--- config.mk ---
export PLATFORM = sky130hd
export DESIGN_NAME = machine_csr_file
export DESIGN_NICKNAME = d
export VERILOG_FILES = /design/src/csr_pkg.sv /design/src/csr_access.sv /design/src/trap_ctrl.sv /design/src/irq_pending.sv /design/src/retire_counters.sv /design/src/machine_csr_file.sv
export VERILOG_INCLUDE_DIRS = /design/src
export SDC_FILE = /design/constraint.sdc
export NUM_CORES = 1
export LEC_CHECK = 0
export BUFFER_PORTS_ARGS = -buffer_cell sky130_fd_sc_hd__buf_2
export CAP_MARGIN = 20
export CORE_MARGIN = 3
export CORE_UTILIZATION = 29
export CTS_CLUSTER_SIZE = 12
export DETAILED_ROUTE_END_ITERATION = 8
export SYNTH_ARGS = -nofsm -noshare
export SYNTH_HDL_FRONTEND = slang
export SYNTH_SLANG_ARGS = --single-unit
--- constraint.sdc ---
create_clock -name cpu_clock_i -period 9.05 [get_ports cpu_clock_i]
set_clock_uncertainty 0.2 [all_clocks]
set_input_delay 1.3575 -clock cpu_clock_i [delete_from_list [all_inputs] [get_ports cpu_clock_i]]
set_output_delay 1.3575 -clock cpu_clock_i [all_outputs]
set_load 0.05 [all_outputs]
--- src/csr_macros.svh ---
// Shared widths, CSR addresses, bit positions and reset values of the
// machine-mode CSR file. Included by every RTL source that needs them.
`ifndef CSR_MACROS_SVH
`define CSR_MACROS_SVH

`define CSR_XLEN            32
`define CSR_ADDR_W          12
`define CSR_PC_W            30
`define CSR_CAUSE_W         4

`define CSR_ADDR_MSTATUS    12'h300
`define CSR_ADDR_MIE        12'h304
`define CSR_ADDR_MTVEC      12'h305
`define CSR_ADDR_MSCRATCH   12'h340
`define CSR_ADDR_MEPC       12'h341
`define CSR_ADDR_MCAUSE     12'h342
`define CSR_ADDR_MTVAL      12'h343
`define CSR_ADDR_MIP        12'h344
`define CSR_ADDR_MCYCLE     12'hB00
`define CSR_ADDR_MINSTRET   12'hB02
`define CSR_ADDR_MCYCLEH    12'hB80
`define CSR_ADDR_MINSTRETH  12'hB82

// Field positions inside mstatus, MPP is the low bit of a two bit field
`define CSR_MSTATUS_MIE     3
`define CSR_MSTATUS_MPIE    7
`define CSR_MSTATUS_MPP     11

// Positions in mie and mip, which are also the interrupt cause codes
`define CSR_MSI_BIT         3
`define CSR_MTI_BIT         7
`define CSR_MEI_BIT         11

`define CSR_MTVEC_RESET     32'h0000_0000

`endif

--- src/csr_pkg.sv ---
// Types shared by the CSR file and its testbench.
// Referenced by scoped name, e.g. csr_pkg::csr_op_e.
package csr_pkg;

    // Encoding follows the low two bits of the CSR instruction funct3
    typedef enum logic [1:0] {
        CSR_RW = 2'b01,
        CSR_RS = 2'b10,
        CSR_RC = 2'b11
    } csr_op_e;

    // Register targeted by one access, SEL_NONE marks an illegal address
    typedef enum logic [3:0] {
        SEL_MSTATUS,
        SEL_MIE,
        SEL_MIP,
        SEL_MTVEC,
        SEL_MSCRATCH,
        SEL_MEPC,
        SEL_MCAUSE,
        SEL_MTVAL,
        SEL_MCYCLE,
        SEL_MCYCLEH,
        SEL_MINSTRET,
        SEL_MINSTRETH,
        SEL_NONE
    } csr_sel_e;

endpackage

--- src/csr_access.sv ---
// CSR access port. Decodes the address, forms the new register value from
// the opcode and broadcasts a one-cycle write strobe to the register owners.
// Done, exception and the old value are returned one cycle after the request.
`include "csr_macros.svh"

module csr_access (
    input  logic                     cpu_clock_i,
    input  logic                     rst_n_i,
    input  logic                     csr_valid_i,
    input  logic [`CSR_ADDR_W-1:0]   csr_addr_i,
    input  csr_pkg::csr_op_e         csr_op_i,
    input  logic                     csr_wr_en_i,
    input  logic [`CSR_XLEN-1:0]     csr_wdata_i,
    input  logic [`CSR_XLEN-1:0]     rd_mstatus_i,
    input  logic [2:0]               rd_mie_i,
    input  logic [`CSR_XLEN-1:0]     rd_mip_i,
    input  logic [`CSR_XLEN-1:0]     rd_mtvec_i,
    input  logic [`CSR_XLEN-1:0]     rd_mscratch_i,
    input  logic [`CSR_PC_W-1:0]     rd_mepc_i,
    input  logic [`CSR_XLEN-1:0]     rd_mcause_i,
    input  logic [`CSR_XLEN-1:0]     rd_mtval_i,
    input  logic [63:0]              rd_cycle_i,
    input  logic [63:0]              rd_instret_i,
    output logic                     csr_we_o,
    output csr_pkg::csr_sel_e        csr_sel_o,
    output logic [`CSR_XLEN-1:0]     csr_wval_o,
    output logic                     csr_done_o,
    output logic                     csr_excp_o,
    output logic [`CSR_XLEN-1:0]     csr_rdata_o
);

    csr_pkg::csr_sel_e     sel;
    logic [`CSR_XLEN-1:0]  cur_val;
    logic [`CSR_XLEN-1:0]  mie_word;

    always_comb begin
        case (csr_addr_i)
            `CSR_ADDR_MSTATUS:   sel = csr_pkg::SEL_MSTATUS;
            `CSR_ADDR_MIE:       sel = csr_pkg::SEL_MIE;
            `CSR_ADDR_MIP:       sel = csr_pkg::SEL_MIP;
            `CSR_ADDR_MTVEC:     sel = csr_pkg::SEL_MTVEC;
            `CSR_ADDR_MSCRATCH:  sel = csr_pkg::SEL_MSCRATCH;
            `CSR_ADDR_MEPC:      sel = csr_pkg::SEL_MEPC;
            `CSR_ADDR_MCAUSE:    sel = csr_pkg::SEL_MCAUSE;
            `CSR_ADDR_MTVAL:     sel = csr_pkg::SEL_MTVAL;
            `CSR_ADDR_MCYCLE:    sel = csr_pkg::SEL_MCYCLE;
            `CSR_ADDR_MCYCLEH:   sel = csr_pkg::SEL_MCYCLEH;
            `CSR_ADDR_MINSTRET:  sel = csr_pkg::SEL_MINSTRET;
            `CSR_ADDR_MINSTRETH: sel = csr_pkg::SEL_MINSTRETH;
            default:             sel = csr_pkg::SEL_NONE;
        endcase
    end

    // The three enable bits sit at their architectural positions in mie
    always_comb begin
        mie_word = '0;
        mie_word[`CSR_MSI_BIT] = rd_mie_i[0];
        mie_word[`CSR_MTI_BIT] = rd_mie_i[1];
        mie_word[`CSR_MEI_BIT] = rd_mie_i[2];
    end

    // An unimplemented address reads as zero
    always_comb begin
        case (sel)
            csr_pkg::SEL_MSTATUS:   cur_val = rd_mstatus_i;
            csr_pkg::SEL_MIE:       cur_val = mie_word;
            csr_pkg::SEL_MIP:       cur_val = rd_mip_i;
            csr_pkg::SEL_MTVEC:     cur_val = rd_mtvec_i;
            csr_pkg::SEL_MSCRATCH:  cur_val = rd_mscratch_i;
            csr_pkg::SEL_MEPC:      cur_val = {rd_mepc_i, 2'b00};
            csr_pkg::SEL_MCAUSE:    cur_val = rd_mcause_i;
            csr_pkg::SEL_MTVAL:     cur_val = rd_mtval_i;
            csr_pkg::SEL_MCYCLE:    cur_val = rd_cycle_i[31:0];
            csr_pkg::SEL_MCYCLEH:   cur_val = rd_cycle_i[63:32];
            csr_pkg::SEL_MINSTRET:  cur_val = rd_instret_i[31:0];
            csr_pkg::SEL_MINSTRETH: cur_val = rd_instret_i[63:32];
            default:                cur_val = '0;
        endcase
    end

    always_comb begin
        case (csr_op_i)
            csr_pkg::CSR_RW: csr_wval_o = csr_wdata_i;
            csr_pkg::CSR_RS: csr_wval_o = cur_val | csr_wdata_i;
            csr_pkg::CSR_RC: csr_wval_o = cur_val & ~csr_wdata_i;
            default:         csr_wval_o = cur_val;
        endcase
    end

    assign csr_sel_o = sel;
    assign csr_we_o  = csr_valid_i & csr_wr_en_i & (sel != csr_pkg::SEL_NONE);

    always_ff @(posedge cpu_clock_i) begin
        if (!rst_n_i) begin
            csr_done_o <= 1'b0;
            csr_excp_o <= 1'b0;
        end else begin
            csr_done_o <= csr_valid_i;
            csr_excp_o <= csr_valid_i & (sel == csr_pkg::SEL_NONE);
        end
    end

    // Captured before the owners update, so it carries the old value
    always_ff @(posedge cpu_clock_i) begin
        if (csr_valid_i) begin
            csr_rdata_o <= cur_val;
        end
    end

endmodule

--- src/trap_ctrl.sv ---
// Trap registers of machine mode: mstatus, mie, mtvec, mscratch, mepc,
// mcause and mtval. Handles software writes, trap entry and mret.
`include "csr_macros.svh"

module trap_ctrl (
    input  logic                     cpu_clock_i,
    input  logic                     rst_n_i,
    input  logic                     csr_we_i,
    input  csr_pkg::csr_sel_e        csr_sel_i,
    input  logic [`CSR_XLEN-1:0]     csr_wval_i,
    input  logic                     take_exception_i,
    input  logic                     take_interrupt_i,
    input  logic                     mret_i,
    input  logic [`CSR_PC_W-1:0]     epc_i,
    input  logic [`CSR_XLEN-1:0]     mtval_i,
    input  logic [`CSR_CAUSE_W-1:0]  exc_cause_i,
    input  logic [`CSR_CAUSE_W-1:0]  int_cause_i,
    output logic [`CSR_XLEN-1:0]     mstatus_o,
    output logic [2:0]               mie_en_o,
    output logic [`CSR_XLEN-1:0]     mtvec_o,
    output logic [`CSR_XLEN-1:0]     mscratch_o,
    output logic [`CSR_PC_W-1:0]     mepc_o,
    output logic [`CSR_XLEN-1:0]     mcause_o,
    output logic [`CSR_XLEN-1:0]     mtval_o,
    output logic                     mie_o
);

    logic                     status_mie;
    logic                     status_mpie;
    logic                     cause_int;
    logic [`CSR_CAUSE_W-1:0]  cause_code;

    always_ff @(posedge cpu_clock_i) begin
        if (!rst_n_i) begin
            status_mie  <= 1'b0;
            status_mpie <= 1'b0;
            mie_en_o    <= '0;
            mtvec_o     <= `CSR_MTVEC_RESET;
            mscratch_o  <= '0;
            mepc_o      <= '0;
            cause_int   <= 1'b0;
            cause_code  <= '0;
            mtval_o     <= '0;
        end else begin
            if (csr_we_i) begin
                case (csr_sel_i)
                    csr_pkg::SEL_MSTATUS: begin
                        status_mie  <= csr_wval_i[`CSR_MSTATUS_MIE];
                        status_mpie <= csr_wval_i[`CSR_MSTATUS_MPIE];
                    end
                    csr_pkg::SEL_MIE: begin
                        mie_en_o <= {csr_wval_i[`CSR_MEI_BIT], csr_wval_i[`CSR_MTI_BIT],
                                     csr_wval_i[`CSR_MSI_BIT]};
                    end
                    csr_pkg::SEL_MTVEC:    mtvec_o    <= {csr_wval_i[`CSR_XLEN-1:2], 2'b00};
                    csr_pkg::SEL_MSCRATCH: mscratch_o <= csr_wval_i;
                    csr_pkg::SEL_MEPC:     mepc_o     <= csr_wval_i[`CSR_XLEN-1:2];
                    csr_pkg::SEL_MCAUSE: begin
                        cause_int  <= csr_wval_i[`CSR_XLEN-1];
                        cause_code <= csr_wval_i[`CSR_CAUSE_W-1:0];
                    end
                    csr_pkg::SEL_MTVAL:    mtval_o    <= csr_wval_i;
                    default: ;
                endcase
            end

            // Trap events come last so they override a same-cycle software write
            if (take_exception_i) begin
                mepc_o      <= epc_i;
                cause_int   <= 1'b0;
                cause_code  <= exc_cause_i;
                mtval_o     <= mtval_i;
                status_mpie <= status_mie;
                status_mie  <= 1'b0;
            end else if (take_interrupt_i) begin
                mepc_o      <= epc_i;
                cause_int   <= 1'b1;
                cause_code  <= int_cause_i;
                mtval_o     <= '0;
                status_mpie <= status_mie;
                status_mie  <= 1'b0;
            end else if (mret_i) begin
                status_mie  <= status_mpie;
                status_mpie <= 1'b1;
            end
        end
    end

    // MPP is hardwired to machine mode
    always_comb begin
        mstatus_o = '0;
        mstatus_o[`CSR_MSTATUS_MIE]      = status_mie;
        mstatus_o[`CSR_MSTATUS_MPIE]     = status_mpie;
        mstatus_o[`CSR_MSTATUS_MPP +: 2] = 2'b11;
    end

    assign mcause_o = {cause_int, {(`CSR_XLEN-1-`CSR_CAUSE_W){1'b0}}, cause_code};
    assign mie_o    = status_mie;

endmodule

--- src/irq_pending.sv ---
// Interrupt pending logic. Brings the software, timer and external lines
// through a two-flop synchronizer into mip and raises the request with
// the cause of the highest-priority enabled line.
`include "csr_macros.svh"

module irq_pending (
    input  logic                     cpu_clock_i,
    input  logic                     rst_n_i,
    input  logic [2:0]               ext_int_i,
    input  logic [2:0]               mie_en_i,
    input  logic                     mie_i,
    output logic [`CSR_XLEN-1:0]     mip_o,
    output logic                     irq_req_o,
    output logic [`CSR_CAUSE_W-1:0]  int_cause_o
);

    logic [2:0] sync_meta;
    logic [2:0] pend;
    logic [2:0] active;

    always_ff @(posedge cpu_clock_i) begin
        if (!rst_n_i) begin
            sync_meta <= '0;
            pend      <= '0;
        end else begin
            sync_meta <= ext_int_i;
            pend      <= sync_meta;
        end
    end

    always_comb begin
        mip_o = '0;
        mip_o[`CSR_MSI_BIT] = pend[0];
        mip_o[`CSR_MTI_BIT] = pend[1];
        mip_o[`CSR_MEI_BIT] = pend[2];
    end

    assign active    = pend & mie_en_i;
    assign irq_req_o = mie_i & (|active);

    // External first, then software, then timer
    always_comb begin
        if (active[2]) begin
            int_cause_o = `CSR_CAUSE_W'(`CSR_MEI_BIT);
        end else if (active[0]) begin
            int_cause_o = `CSR_CAUSE_W'(`CSR_MSI_BIT);
        end else begin
            int_cause_o = `CSR_CAUSE_W'(`CSR_MTI_BIT);
        end
    end

endmodule

--- src/retire_counters.sv ---
// 64-bit mcycle and minstret counters. Up to two instructions retire per
// cycle. A software write to either half replaces it and holds off the
// increment for that cycle.
`include "csr_macros.svh"

module retire_counters (
    input  logic                  cpu_clock_i,
    input  logic                  rst_n_i,
    input  logic                  csr_we_i,
    input  csr_pkg::csr_sel_e     csr_sel_i,
    input  logic [`CSR_XLEN-1:0]  csr_wval_i,
    input  logic                  commit0_i,
    input  logic                  commit1_i,
    output logic [63:0]           cycle_o,
    output logic [63:0]           instret_o
);

    logic [1:0]  commit_sum;
    logic [63:0] cycle_d;
    logic [63:0] instret_d;

    assign commit_sum = {1'b0, commit0_i} + {1'b0, commit1_i};

    always_comb begin
        cycle_d   = cycle_o + 64'd1;
        instret_d = instret_o + {62'd0, commit_sum};
        if (csr_we_i) begin
            case (csr_sel_i)
                csr_pkg::SEL_MCYCLE:    cycle_d   = {cycle_o[63:32], csr_wval_i};
                csr_pkg::SEL_MCYCLEH:   cycle_d   = {csr_wval_i, cycle_o[31:0]};
                csr_pkg::SEL_MINSTRET:  instret_d = {instret_o[63:32], csr_wval_i};
                csr_pkg::SEL_MINSTRETH: instret_d = {csr_wval_i, instret_o[31:0]};
                default: ;
            endcase
        end
    end

    always_ff @(posedge cpu_clock_i) begin
        if (!rst_n_i) begin
            cycle_o   <= '0;
            instret_o <= '0;
        end else begin
            cycle_o   <= cycle_d;
            instret_o <= instret_d;
        end
    end

endmodule

--- src/machine_csr_file.sv ---
// Machine-mode CSR file of the dual-issue core. Connects the access port,
// the trap registers, the interrupt pending logic and the counters.
`include "csr_macros.svh"

module machine_csr_file (
    input  logic                     cpu_clock_i,
    input  logic                     rst_n_i,
    input  logic                     csr_valid_i,
    input  logic [`CSR_ADDR_W-1:0]   csr_addr_i,
    input  csr_pkg::csr_op_e         csr_op_i,
    input  logic                     csr_wr_en_i,
    input  logic [`CSR_XLEN-1:0]     csr_wdata_i,
    input  logic                     take_exception_i,
    input  logic                     take_interrupt_i,
    input  logic                     mret_i,
    input  logic [`CSR_PC_W-1:0]     epc_i,
    input  logic [`CSR_XLEN-1:0]     mtval_i,
    input  logic [`CSR_CAUSE_W-1:0]  exc_cause_i,
    input  logic                     commit0_i,
    input  logic                     commit1_i,
    input  logic [2:0]               ext_int_i,
    output logic                     csr_done_o,
    output logic                     csr_excp_o,
    output logic [`CSR_XLEN-1:0]     csr_rdata_o,
    output logic [`CSR_PC_W-1:0]     mepc_o,
    output logic [`CSR_XLEN-1:0]     mtvec_o,
    output logic                     mie_o,
    output logic                     irq_req_o
);

    logic                     csr_we;
    csr_pkg::csr_sel_e        csr_sel;
    logic [`CSR_XLEN-1:0]     csr_wval;
    logic [`CSR_XLEN-1:0]     mstatus;
    logic [2:0]               mie_en;
    logic [`CSR_XLEN-1:0]     mscratch;
    logic [`CSR_XLEN-1:0]     mcause;
    logic [`CSR_XLEN-1:0]     mtval;
    logic [`CSR_XLEN-1:0]     mip;
    logic [`CSR_CAUSE_W-1:0]  int_cause;
    logic [63:0]              cycle;
    logic [63:0]              instret;

    csr_access u_access (
        .cpu_clock_i   (cpu_clock_i),
        .rst_n_i       (rst_n_i),
        .csr_valid_i   (csr_valid_i),
        .csr_addr_i    (csr_addr_i),
        .csr_op_i      (csr_op_i),
        .csr_wr_en_i   (csr_wr_en_i),
        .csr_wdata_i   (csr_wdata_i),
        .rd_mstatus_i  (mstatus),
        .rd_mie_i      (mie_en),
        .rd_mip_i      (mip),
        .rd_mtvec_i    (mtvec_o),
        .rd_mscratch_i (mscratch),
        .rd_mepc_i     (mepc_o),
        .rd_mcause_i   (mcause),
        .rd_mtval_i    (mtval),
        .rd_cycle_i    (cycle),
        .rd_instret_i  (instret),
        .csr_we_o      (csr_we),
        .csr_sel_o     (csr_sel),
        .csr_wval_o    (csr_wval),
        .csr_done_o    (csr_done_o),
        .csr_excp_o    (csr_excp_o),
        .csr_rdata_o   (csr_rdata_o)
    );

    trap_ctrl u_trap (
        .cpu_clock_i      (cpu_clock_i),
        .rst_n_i          (rst_n_i),
        .csr_we_i         (csr_we),
        .csr_sel_i        (csr_sel),
        .csr_wval_i       (csr_wval),
        .take_exception_i (take_exception_i),
        .take_interrupt_i (take_interrupt_i),
        .mret_i           (mret_i),
        .epc_i            (epc_i),
        .mtval_i          (mtval_i),
        .exc_cause_i      (exc_cause_i),
        .int_cause_i      (int_cause),
        .mstatus_o        (mstatus),
        .mie_en_o         (mie_en),
        .mtvec_o          (mtvec_o),
        .mscratch_o       (mscratch),
        .mepc_o           (mepc_o),
        .mcause_o         (mcause),
        .mtval_o          (mtval),
        .mie_o            (mie_o)
    );

    irq_pending u_irq (
        .cpu_clock_i (cpu_clock_i),
        .rst_n_i     (rst_n_i),
        .ext_int_i   (ext_int_i),
        .mie_en_i    (mie_en),
        .mie_i       (mie_o),
        .mip_o       (mip),
        .irq_req_o   (irq_req_o),
        .int_cause_o (int_cause)
    );

    retire_counters u_counters (
        .cpu_clock_i (cpu_clock_i),
        .rst_n_i     (rst_n_i),
        .csr_we_i    (csr_we),
        .csr_sel_i   (csr_sel),
        .csr_wval_i  (csr_wval),
        .commit0_i   (commit0_i),
        .commit1_i   (commit1_i),
        .cycle_o     (cycle),
        .instret_o   (instret)
    );

endmodule

==> impl_summary.txt <==
----------------------------------------------------
[Setup path]
  Data arrival, critical path ... about 6500 ps
  Start point of the critical path ... csr_addr_i[3]
  Flop-to-flop setup slack ... ~5000 ps
  Critical path capture point ... u_trap.mepc_o[16]$_SDFFE_PN0P_
  Maximum fanout encountered on the critical timing path ... 28
  Crit Reg-Reg Endpoint ... u_counters.cycle_o[54]$_SDFFE_PN0P_
  Kind of start point of the critical path ... primary input
  Type of the worst setup path ... in -> reg
  Logic depth of the worst register-to-register path ... 10
  Reg-to-reg startpoint ... u_counters.cycle_o[1]$_SDFFE_PN0P_
  CP required ... slightly above 9000 ps
  Crit path capture type ... register

[Clock tree]
  Number of clock sinks seen by CTS ... 302
  Buffers inserted by post-CTS timing repair ... 0
  Clock network latency to the later pin of the worst-skew pair ... between 500 and 600 ps
  Max Root-Sink Buffers ... 3
  Cts-stage hold buffer count ... 0
  Total of cells resized after clock tree synthesis ... 0
  H-Tree Depth ... 2
  Clock tree from TritonCTS ... done
  Number of buffers created by CTS ... 38
  Clock transition time at the flip-flop clock pins of the worst setup and hold paths ... 60 ps
  CTS Root Cell ... clkbuf_16

[Power]
  Net switching power of the design ... 0.9568 mW
  Sw frac ... roughly 29%
  Maximum resistive drop on vdd ... roughly 120 µV
  Static power due to leakage ... between 7 and 8 nW
  Logic gate share of total power ... slightly above 10%
  Cell-internal power ... about 2.4 mW
  Flop pwr share ... 42.3%
  Power per cell area ... between 150 and 200 nW/µm²
  Relative contribution of the clock network to total power ... between 40% and 50%

[Synth]
  Post-synthesis adder-cell area fraction ... less than 1%
  Cell count after synthesis ... about 2200
  Main combinational cell family by area after synthesis ... compound AO/OA/AOI/OAI gates
  Proportion of synthesized flip-flops having asynchronous set or reset ... 0%
  Register bit total from synthesis ... 302
  Number of distinct library cell variants in the gate-level netlist after synthesis ... roughly 110
  Netlist area before placement ... around 17000 µm²
  Synth top area share ... a little under a third
  Synth top area cells ... dfxtp_1, o21ai_0, a21oi_1
  Compound-cell area share of the yosys netlist ... between 30% and 40%
  Multiplexer share of the synthesized area ... under 10%
  Xor/xnor cell area share of the yosys netlist ... less than 1%
  Simple-gate share of the synthesized area ... 18.10%
  Total of warnings raised by yosys ... 0
  Commonest register cell after synthesis ... dfxtp_1
  Count of flip-flops with a built-in enable after synthesis ... 32
  Post-Syn Area per Cell ... between 7 and 8 µm²
  Area leader, netlist ... dfxtp_1
  Portion of the post-synthesis area used by sequential elements ... 36.74%

[Final layout]
  Layout Cell Area excl Fill ... just over 20000 µm²
  Area grow syn2layout ... 17.19%
  Share of layout cells above drive strength 1 ... around 19%
  Number of nets in the layout ... 2431

[STA]
  Number of pins with negative max-slew slack in the final report ... 0
  Number of hold violations in the final report ... 0
  Setup repair after global routing missed its margin ... no
  Setup tns final ... 0 ps
  Final critical-path required period ... approximately 6200 ps
  Worst slew slack as a fraction of its limit ... 18.72%
  Transition time of the tightest slew-check pin ... 1216 ps
  Period utilisation layout ... between 60% and 70%
  Final number of setup-violating endpoints ... 0
  Timing-limited maximum frequency ... roughly 160 MHz

[Routing]
  Avg WL per Cell ... around 32 µm
  Average via count per standard cell ... 6.508
  Antenna-violating nets left ... 0
  Detailed Route WL ... around 100000 µm
  Via count of the routed design ... between 20000 and 25000
  1st-pass router iterations ... 6
  DRC violation count after routing ... 0
  DRC marker count from the first detailed-route iteration ... approximately 3000

[Run]
  # Max-Cap Violations ... 0

[Floorplan]
  Effective utilization at floorplan ... ~30%
  Number of placement rows ... slightly below 90
  Chip Height ... about 250 µm
  I/O pin count ... 222
  Die footprint ... approximately 63000 µm²
  DIE WIDTH ... 250.4 µm
  Floorplan core area ... 58360 µm²

[Global routing]
  First-pass GRT wire length ... about 140000 µm
  Overall track demand over capacity in global routing ... a little under a third
  Vias in the first global route ... around 18000
  Largest net degree at the start of global routing ... approximately 80
  Number of antenna violations at the first check in global routing ... 7
  Total congestion overflow ... 0

[Min path]
  Type of the tightest min-delay check ... reg -> reg

[Place]
  Final GP Congestion ... around 1.0
  Post-DP Area ... roughly 19000 µm²
  Buffers added on ports ... about 220
  Post-detail-place hpwl ... around 72000 µm

[Run status]
  Result of the run ... complete, no violations

----------------------------------------------------
-- worst max-delay path, cell delays in order --
cell and delay, ps:
buf_2 120, nor3_4 600, nand3_1 260, ha_1 270, buf_4 230, nand2_1 180
a211oi_2 100, and2_2 460, a221oi_1 1000, a31oi_1 330, mux2_2 370, o221ai_2 890
o21ai_0 210
-- how the worst min path moves through the flow --
stage / cells after the start / slack [ps] / to / from
after global placement: 1 / 220 / u_irq.pend[0]$_SDFF_PN0_ / u_irq.sync_meta[0]$_SDFF_PN0_
after CTS: 1 / 240 / u_irq.pend[2]$_SDFF_PN0_ / u_irq.sync_meta[2]$_SDFF_PN0_
after floorplan: 1 / 210 / u_irq.pend[0]$_SDFF_PN0_ / u_irq.sync_meta[0]$_SDFF_PN0_
final: 1 / 230 / u_irq.pend[2]$_SDFF_PN0_ / u_irq.sync_meta[2]$_SDFF_PN0_
after detailed placement: 1 / 220 / u_irq.pend[2]$_SDFF_PN0_ / u_irq.sync_meta[2]$_SDFF_PN0_
after global routing: 1 / 260 / u_irq.pend[2]$_SDFF_PN0_ / u_irq.sync_meta[2]$_SDFF_PN0_
-- synth_stat cells (all sizes together), types with 33 or more instances --
cell,count
a22oi,72
buf,58
nand4,36
o211ai,37
o22ai,46
nand2,219
nor2,129
a31oi,37
o21ai,291
a21oi,259
and3,33
dfxtp,270
nor3,43
clkbuf,119
nand3,90
-- per-layer routing --
layer | share of wire, % | vias to the layer above | track usage [%]
met2 | 39 | 1543 | 41.03
met5 | 0.039 | - | 0
met4 | 5.5 | 6 | 15.23
met3 | 14 | 236 | 9.044
li1 | - | 8518 | -
met1 | 42 | 9853 | 43.11
-- final cells by class --
cell class	instances	area [µm²]
antenna	3	7.507
clock buffer	57	1134
clock inverter	11	123.9
fill	6166	38050
inverter	29	108.9
multi-input combinational	1664	10100
sequential	302	6366
tap	765	957.2
timing repair buffer	266	1505
-- cell usage in the layout, fill, tap and decap left out, types with 20 or more instances in the layout --
cell	synthesis	final
clkbuf_16	0	39
nand2_1	218	218
nand3_1	89	89
a21oi_1	253	250
o22ai_1	46	46
buf_4	10	42
dfxtp_1	270	270
a21o_1	29	29
inv_1	26	26
nand4_1	36	36
edfxtp_1	32	32
a22oi_1	71	71
and2_1	23	20
o21ai_0	277	277
a31oi_1	31	31
o211ai_1	31	31
nor2_1	126	121
buf_2	28	218
nor3_1	42	39
and3_1	33	33
-- per-stage QoR --
stage                     util (%)  total power [mW]  cells  setup slack (ps)  hold slack (ps)
final                        34.79             3.348   3097              2806            233.9
after global routing         34.78             3.414   3095              2826            255.2
after CTS                    34.68             3.337   3091              3078            238.6
after detailed placement     32.53             1.774   3023              2488            224.5
after global placement       32.46             1.769   3020              2415            224.1
after floorplan                  -             1.601   2172              4580            211.9
-- flip-flops by register name, indices dropped and copies added, names as in the netlist, 3 cells and up --
register              count
u_trap.mtvec_o           30
u_irq.pend                3
u_trap.mie_en_o           3
u_trap.mepc_o            30
u_irq.sync_meta           3
u_counters.instret_o     64
u_trap.cause_code         4
u_counters.cycle_o       64
u_trap.mscratch_o        32
u_access.csr_rdata_o     32
u_trap.mtval_o           32
-- kinds of logic after synthesis --
kind of cell | Yosys count
AO/OA/AOI/OAI | 969
XOR/XNOR | 17
AND/OR/NAND/NOR | 646
adder cells (fa/ha/maj) | 6
other | 1
buffers and inverters | 206
flip-flops | 302
multiplexers | 24
-- power by group through the flow --
stage	Clock (mW)	Sequential [mW]	Combinational (mW)
3_5_place_dp	0	1.44	0.332
2_1_floorplan	0	1.47	0.128
6_report	1.59	1.42	0.345
3_3_place_gp	0	1.44	0.328
4_1_cts	1.59	1.41	0.333
5_1_grt	1.64	1.42	0.356
No activity file was read; power rests on OpenSTA's default activity.
